## config.mk

```make
export PLATFORM = sky130hd
export DESIGN_NAME = histTop
export DESIGN_NICKNAME = d
export VERILOG_FILES = /design/src/common/histPkg.sv /design/src/binMapper.sv /design/src/histBuilder/histBuilder.sv /design/src/histBuilder/peakTracker.sv /design/src/histTop.sv
export SDC_FILE = /design/constraint.sdc
export NUM_CORES = 1
export LEC_CHECK = 0
export BUFFER_PORTS_ARGS = -buffer_cell sky130_fd_sc_hd__clkbuf_2
export CAP_MARGIN = 0
export CORE_MARGIN = 2
export CORE_UTILIZATION = 56
export DETAILED_ROUTE_END_ITERATION = 8
export PLACE_DENSITY_LB_ADDON = 0.1
export SLEW_MARGIN = 40
export SYNTH_ARGS = -nofsm -noshare
export SYNTH_HDL_FRONTEND = slang
export SYNTH_SLANG_ARGS = --single-unit
```

## constraint.sdc

```tcl
create_clock -name clk -period 7.4 [get_ports clk]
set_input_delay 0.74 -clock clk [delete_from_list [all_inputs] [get_ports clk]]
set_output_delay 0.74 -clock clk [all_outputs]
set_load 0.02 [all_outputs]
```

## src/common/histPkg.sv

```systemverilog
package histPkg;

    // raw sample and histogram geometry
    localparam int SampleWidth = 10;
    localparam int BinBits     = 6;
    localparam int NumBins     = 1 << BinBits;   // 64 bins, fixed
    localparam int CountWidth  = 21;             // window length bounds every count
    localparam int HitWidth    = 16;             // per-window hit and reject totals

    typedef logic [SampleWidth-1:0] sample_t;
    typedef logic [BinBits-1:0]     bin_t;
    typedef logic [CountWidth-1:0]  count_t;
    typedef logic [HitWidth-1:0]    hit_t;

    // mapper output, 8 bits
    typedef struct packed {
        logic valid;     // a sample arrived
        logic inRange;   // sample landed inside the 64 bins
        bin_t bin;
    } mapped_t;

    // one histogram update, 27 bits
    typedef struct packed {
        bin_t   bin;
        count_t count;   // the bin's new count
    } binUpdate_t;

    // once-per-window summary, 59 bits
    typedef struct packed {
        bin_t   peakBin;
        count_t peakCount;
        hit_t   hits;
        hit_t   rejected;
    } windowResult_t;

endpackage

```

## src/binMapper.sv

```systemverilog
`timescale 1ns/100ps

module binMapper #(
    parameter int BinOffset = 16,   // lowest accepted sample value
    parameter int BinShift  = 2     // log2 of bin width in sample units
) (
    input  logic             clk,
    input  logic             res,
    input  logic             sampleValid,
    input  histPkg::sample_t sample,
    output histPkg::mapped_t mapped
);
    import histPkg::*;

    localparam sample_t Offset  = sample_t'(BinOffset);
    localparam sample_t LastBin = sample_t'(NumBins - 1);

    sample_t delta;
    sample_t scaled;
    logic    below;
    mapped_t mappedNext;

    assign below  = (sample < Offset);   // left of bin 0
    assign delta  = sample - Offset;     // wraps when below, flagged anyway
    assign scaled = delta >> BinShift;

    always_comb begin
        mappedNext.valid   = sampleValid;
        // reject below the offset and past the 64th bin
        mappedNext.inRange = !below && (scaled <= LastBin);
        mappedNext.bin     = scaled[BinBits-1:0];
    end

    // one cycle of latency, sample to mapped
    always_ff @(posedge clk or negedge res) begin
        if (!res) begin
            mapped <= '0;
        end else begin
            mapped <= mappedNext;
        end
    end

endmodule

```

## src/histBuilder/histBuilder.sv

```systemverilog
`timescale 1ns/100ps

module histBuilder #(
    parameter int AcqLength = 64   // window length in cycles
) (
    input  logic                clk,
    input  logic                res,
    input  histPkg::mapped_t    mapped,
    output logic                updValid,
    output histPkg::binUpdate_t upd,
    output logic                rejValid,
    output logic                windowEnd
);
    import histPkg::*;

    // counter just wide enough for AcqLength-1
    localparam int WinBits = (AcqLength > 1) ? $clog2(AcqLength) : 1;
    localparam logic [WinBits-1:0] LastCycle = WinBits'(AcqLength - 1);

    count_t             binCount [NumBins];   // one register per bin
    logic [NumBins-1:0] touched;              // bin already hit this window
    logic [WinBits-1:0] winCnt;

    logic   hit;
    logic   reject;
    logic   lastCycle;
    count_t newCount;

    assign hit       = mapped.valid && mapped.inRange;
    assign reject    = mapped.valid && !mapped.inRange;
    assign lastCycle = (winCnt == LastCycle);

    // Lazy clear. A bin whose touched bit is down holds a stale count
    // from an earlier window, so its first hit restarts at 1 instead of
    // reading the register.
    assign newCount = touched[mapped.bin] ? binCount[mapped.bin] + 1'b1
                                          : count_t'(1);

    // window counter, strobes and touched bits
    always_ff @(posedge clk or negedge res) begin
        if (!res) begin
            winCnt    <= '0;
            touched   <= '0;
            updValid  <= 1'b0;
            rejValid  <= 1'b0;
            windowEnd <= 1'b0;
        end else begin
            updValid  <= hit;
            rejValid  <= reject;
            windowEnd <= lastCycle;
            if (lastCycle) begin
                winCnt  <= '0;
                touched <= '0;   // wins over a hit on this edge
            end else begin
                winCnt <= winCnt + 1'b1;
                if (hit) begin
                    touched[mapped.bin] <= 1'b1;
                end
            end
        end
    end

    // count store and update payload, qualified by updValid
    always_ff @(posedge clk) begin
        if (hit) begin
            binCount[mapped.bin] <= newCount;
            upd.bin              <= mapped.bin;
            upd.count            <= newCount;
        end
    end

endmodule

```

## src/histBuilder/peakTracker.sv

```systemverilog
`timescale 1ns/100ps

module peakTracker (
    input  logic                   clk,
    input  logic                   res,
    input  logic                   updValid,
    input  histPkg::binUpdate_t    upd,
    input  logic                   rejValid,
    input  logic                   windowEnd,
    output logic                   resultValid,
    output histPkg::windowResult_t result
);
    import histPkg::*;

    windowResult_t acc;       // running totals of the open window
    windowResult_t accNext;   // acc with this cycle's strobes folded in

    always_comb begin
        accNext = acc;
        if (updValid) begin
            accNext.hits = acc.hits + 1'b1;
            // strictly greater, so the first bin to reach a count keeps the peak
            if (upd.count > acc.peakCount) begin
                accNext.peakBin   = upd.bin;
                accNext.peakCount = upd.count;
            end
        end
        if (rejValid) begin
            accNext.rejected = acc.rejected + 1'b1;
        end
    end

    // accumulators restart from bin 0, count 0 at every window end
    always_ff @(posedge clk or negedge res) begin
        if (!res) begin
            acc         <= '0;
            resultValid <= 1'b0;
        end else begin
            resultValid <= windowEnd;
            if (windowEnd) begin
                acc <= '0;
            end else begin
                acc <= accNext;
            end
        end
    end

    // update on the window-end cycle still counts in the ending window
    always_ff @(posedge clk) begin
        if (windowEnd) begin
            result <= accNext;
        end
    end

endmodule

```

## src/histTop.sv

```systemverilog
`timescale 1ns/100ps

module histTop #(
    parameter int AcqLength = 64,   // cycles per acquisition window
    parameter int BinOffset = 16,
    parameter int BinShift  = 2
) (
    input  logic                   clk,
    input  logic                   res,
    input  logic                   sampleValid,
    input  histPkg::sample_t       sample,
    output logic                   updValid,
    output histPkg::binUpdate_t    upd,
    output logic                   resultValid,
    output histPkg::windowResult_t result
);
    import histPkg::*;

    mapped_t mapped;      // registered mapper output
    logic    rejValid;    // out-of-range sample strobe
    logic    windowEnd;   // one-cycle window close pulse

    // sample -> bin index, 1 cycle
    binMapper #(
        .BinOffset  (BinOffset),
        .BinShift   (BinShift)
    ) mapper (
        .clk         (clk),
        .res         (res),
        .sampleValid (sampleValid),
        .sample      (sample),
        .mapped      (mapped)
    );

    // bin counts, lazy clear, window timing
    histBuilder #(
        .AcqLength  (AcqLength)
    ) builder (
        .clk         (clk),
        .res         (res),
        .mapped      (mapped),
        .updValid    (updValid),
        .upd         (upd),
        .rejValid    (rejValid),
        .windowEnd   (windowEnd)
    );

    // per-window peak and totals
    peakTracker tracker (
        .clk         (clk),
        .res         (res),
        .updValid    (updValid),
        .upd         (upd),
        .rejValid    (rejValid),
        .windowEnd   (windowEnd),
        .resultValid (resultValid),
        .result      (result)
    );

endmodule

```

==> impl_metrics.csv <==
group,metric,value,unit
outcome,status,"complete, no violations",
grt,antenna_found_initial,10,
yosys,synth.avg_cell_area,17.2,um^2
grt,grt_max_degree,92,
floorplanning,core_area,109000,um^2
timing,fin_skew,21.4,ps
yosys,synth_adder_area_share,0.528,%
finish,nNetsFinal,3880,
yosys,synth.largest_area_cell,"edfxtp_1",
placed_design,gp_congestion,0.958,
clocking,cts_tree,"built",
clocking,cts_hold_buf,0,
placed_design,pre_cts_ws,1180,ps
setup_path,cp_slowest_cell,"dfrtp_4",
placed_design,hpwl,121000,um
setup_path,cp.required,7980,ps
yosys,yosysUniqueCellTypes,82,
routing,vias,36900,
yosys,synthesis.area,61600,um^2
timing,fin_setup_tns,0,ps
routing,viasPerCell,6.85,
routing,drcViolationCount,0,
yosys,synthFlopType,"edfxtp_1",
setup_path,critical_path_class,"flip-flop to flip-flop",
timing,whs,5.41,ps
floorplanning,fp-row-count,121,
setup_path,crit_cells,15,
job,cap_viol_max_count,0,
yosys,yosysWarnings,0,
yosys,synth_simple_gate_area_share,5.42,%
floorplanning,die_height,336,um
routing,routedWlPerCell,35.8,um
floorplanning,initial_core_util,56.5,%
grt,overflow,0,
routing,firstDrtPassIters,8,
setup_path,critPathLaunchType,"flip-flop",
grt,top_usage_layer,"met2",
routing,drt_iter0_markers,5345,
clocking,clock_latency,770,ps
yosys,synthCells,3582,
timing,finalHoldViolCount,0,
timing,tightest_slew,970,ps
grt,gr-usage-all-layers,34.6,%
clocking,cts_sinks,1571,
placed_design,port_buffers,98,
timing,relSlewSlack,35.3,%
power_and_ir_drop,p_comb_share,11.2,%
yosys,ys_top_cells_by_area,"edfxtp_1, dfrtp_1, mux4_2, mux2_2, mux2i_1",
setup_path,reg2regPathDepth,15,
timing,rsz0062_at_grt,"no",
clocking,clockBufferDepth,3,
power_and_ir_drop,power.density,291,nW/um^2
worst_hold_path,hold_class,"primary input to asynchronous set/reset pin",
floorplanning,die_area,113000,um^2
yosys,async_flop_share,8.98,%
timing,fin_crit,6360,ps
finish,drive_gt1_share,22.1,%
yosys,synth_top_family_by_area,"compound AO/OA/AOI/OAI gates",
timing,max_freq,0.157,GHz
grt,grt_pass1_vias,35900,
power_and_ir_drop,switching_share,24.6,%
timing,layout_setup_ws,1040,ps
setup_path,cpPeakStageDelay,950,ps
timing,min_period_over_period,86.0,%
clocking,post_cts_resized,0,
power_and_ir_drop,vdd_drop_max,0.286,mV
setup_path,path_buf_inv,4,
yosys,yosys_register_bits,1571,
yosys,synth_edf_count,1430,
yosys,yosysTopAreaCellShare,69.7,%
power_and_ir_drop,clock_power_share,37.4,%
power_and_ir_drop,p_leak,24.0,nW
clocking,cts-buffers-inserted,158,
timing,final_max_slew_viol_count,0,
setup_path,crit_chain,"clkinv_2 > buf_4 > a221oi_1 > a21o_1 > a21oi_1 > a2111oi_0 > nand2_1 > ha_1 > inv_1 > nor2_1 > and4_1 > nand4_1 > xor2_1 > nor2_4 > buf_12",
clocking,htree_levels,4,
setup_path,cpLargestDelayFamily,"buffers and inverters",
finish,stdcell_area,70000,um^2
finish,fillCellCount,7538,
clocking,cts.clk_slew.worst_paths,60,ps
yosys,synth-seq-area-share,75.5,%
setup_path,cp-end-kind,"flip-flop",
yosys,synth-compound-area-share,8.54,%
power_and_ir_drop,p_sw,5.02,mW
grt,met2_usage,52.3,%
grt,met3_usage,8.03,%
finish,synthToLayoutAreaGrowth,13.8,%
power_and_ir_drop,total_power,20.4,mW
placed_design,placed_area,65100,um^2
grt,grt_pass1_wl,270000,um
setup_path,cp.arrival,6940,ps
routing,ant_nets,0,
power_and_ir_drop,internal_power,15.4,mW
timing,final-setup-viol-count,0,
power_and_ir_drop,seqPwrFrac,51.4,%
clocking,post-cts-setup-buffers,0,
clocking,clockRootBuffer,"clkbuf_16",
yosys,synth_xor_area_share,0.597,%
floorplanning,io_pins,101,
routing,wl,193000,um
yosys,synthMuxAreaShare,7.13,%
grt,grt_util_met1,46.6,%
floorplanning,die_w,336,um
yosys,syn_nets,3621,
setup_path,critPathMaxFanout,42,
-- cell usage after synthesis (35+ instances only) --
cell / count
mux4_2: 76
edfxtp_1: 1430
mux2_2: 125
clkbuf_1: 62
o21ai_0: 40
a21oi_1: 79
o22ai_1: 103
a221oi_1: 94
nand2_1: 94
nor2b_1: 70
buf_4: 47
mux2i_1: 127
buf_2: 75
a221o_1: 40
nand3_1: 38
a22oi_1: 146
nor2_1: 246
inv_1: 35
dfrtp_1: 141
-- worst reg2reg max path, cell delays in order, from the launching register on --
cell	delay (ps)
dfrtp_4	950
clkinv_2	850
buf_4	530
a221oi_1	350
a21o_1	240
a21oi_1	160
a2111oi_0	700
nand2_1	290
ha_1	340
inv_1	90
nor2_1	50
and4_1	380
nand4_1	170
xor2_1	110
nor2_4	660
buf_12	290
-- routing by layer --
metal  vias up  routed length [um]
met3       467               21400
met5         -                  54
li1      15000                   -
met2      2399               87600
met1     19100               71900
met4         8               12000
-- power groups by stage --
stage          Sequential (mW)  Combinational [mW]  Clock, mW
5_1_grt                   10.5                2.40       8.08
4_1_cts                   10.5                2.23       7.72
3_5_place_dp              10.7                2.23          0
6_report                  10.5                2.28       7.64
3_3_place_gp              10.7                2.13          0
2_1_floorplan             10.7                1.17          0
-- registers in the layout, summed over array words and instances, names as in the netlist --
name,count
builder.binCount,1344
tracker.resultValid,1
builder.windowEnd,1
builder.updValid,1
builder.rejValid,1
builder.upd,27
builder.touched,64
builder.winCnt,6
mapper.mapped,8
tracker.acc,59
tracker.result,59
-- worst paths after layout --
kind | start | to | slack, ps
worst max-delay path | mapper.mapped[0] | builder.binCount[43][12] | 1040
worst min register to register | mapper.mapped[6] | builder.rejValid | 420
worst max register to register | mapper.mapped[0] | builder.binCount[43][12] | 1040
max in group asynchronous | res | mapper.mapped[1] | 6200
min in group clk | sample[3] | mapper.mapped[1] | 90
worst min-delay path | res | tracker.acc[14] | 5
-- area by class of cell --
type / instances / area (um^2) / share of cell area (%)
sequential: 1571 / 46500 / 66.4
multi-input combinational: 1749 / 14100 / 20.2
clock buffer: 195 / 4230 / 6.04
timing repair buffer: 322 / 2590 / 3.69
tap: 1414 / 1770 / 2.53
clock inverter: 91 / 664 / 0.948
inverter: 39 / 153 / 0.218
antenna: 7 / 17.5 / 0.0250
-- cells in the final DEF, fill, tap and decap left out, drive strengths merged, types with 18 or more instances in the layout --
cell type	Yosys	layout
nand4	26	26
o22a	20	20
nor2	246	246
mux2i	127	127
xor2	18	18
clkinv	3	77
nor2b	70	70
nand3	38	38
a221o	40	40
dfrtp	141	141
a22oi	146	146
a22o	30	30
nor3	23	23
buf	160	225
clkbuf	63	292
nand3b	24	24
nand2	94	94
mux2	125	125
o221ai	24	24
edfxtp	1430	1430
xnor2	24	24
a221oi	94	94
and3	23	23
ha	26	26
a21oi	79	79
inv	36	43
a31oi	23	23
o21ai	41	41
mux4	76	76
o22ai	103	103
-- kinds of logic (layout without fill, tap and decap cells) --
kind of cell | count (synthesis) | in the layout
xor gates and xnor gates | 42 | 42
muxes | 328 | 328
adders and majority gates | 26 | 26
and+or+nand+nor | 648 | 648
buffers and inverters | 262 | 647
other | 0 | 7
AOI/OAI and AO/OA | 705 | 705
DFF | 1571 | 1571
-- stage by stage --
step                std cells  util (%)
finish                   5388      64.3
global route             5381      64.2
CTS                      5377      64.2
detailed placement       5091      59.7
global placement         5079      59.4
floorplan                3582         -
(Power assumes the default switching activity.)
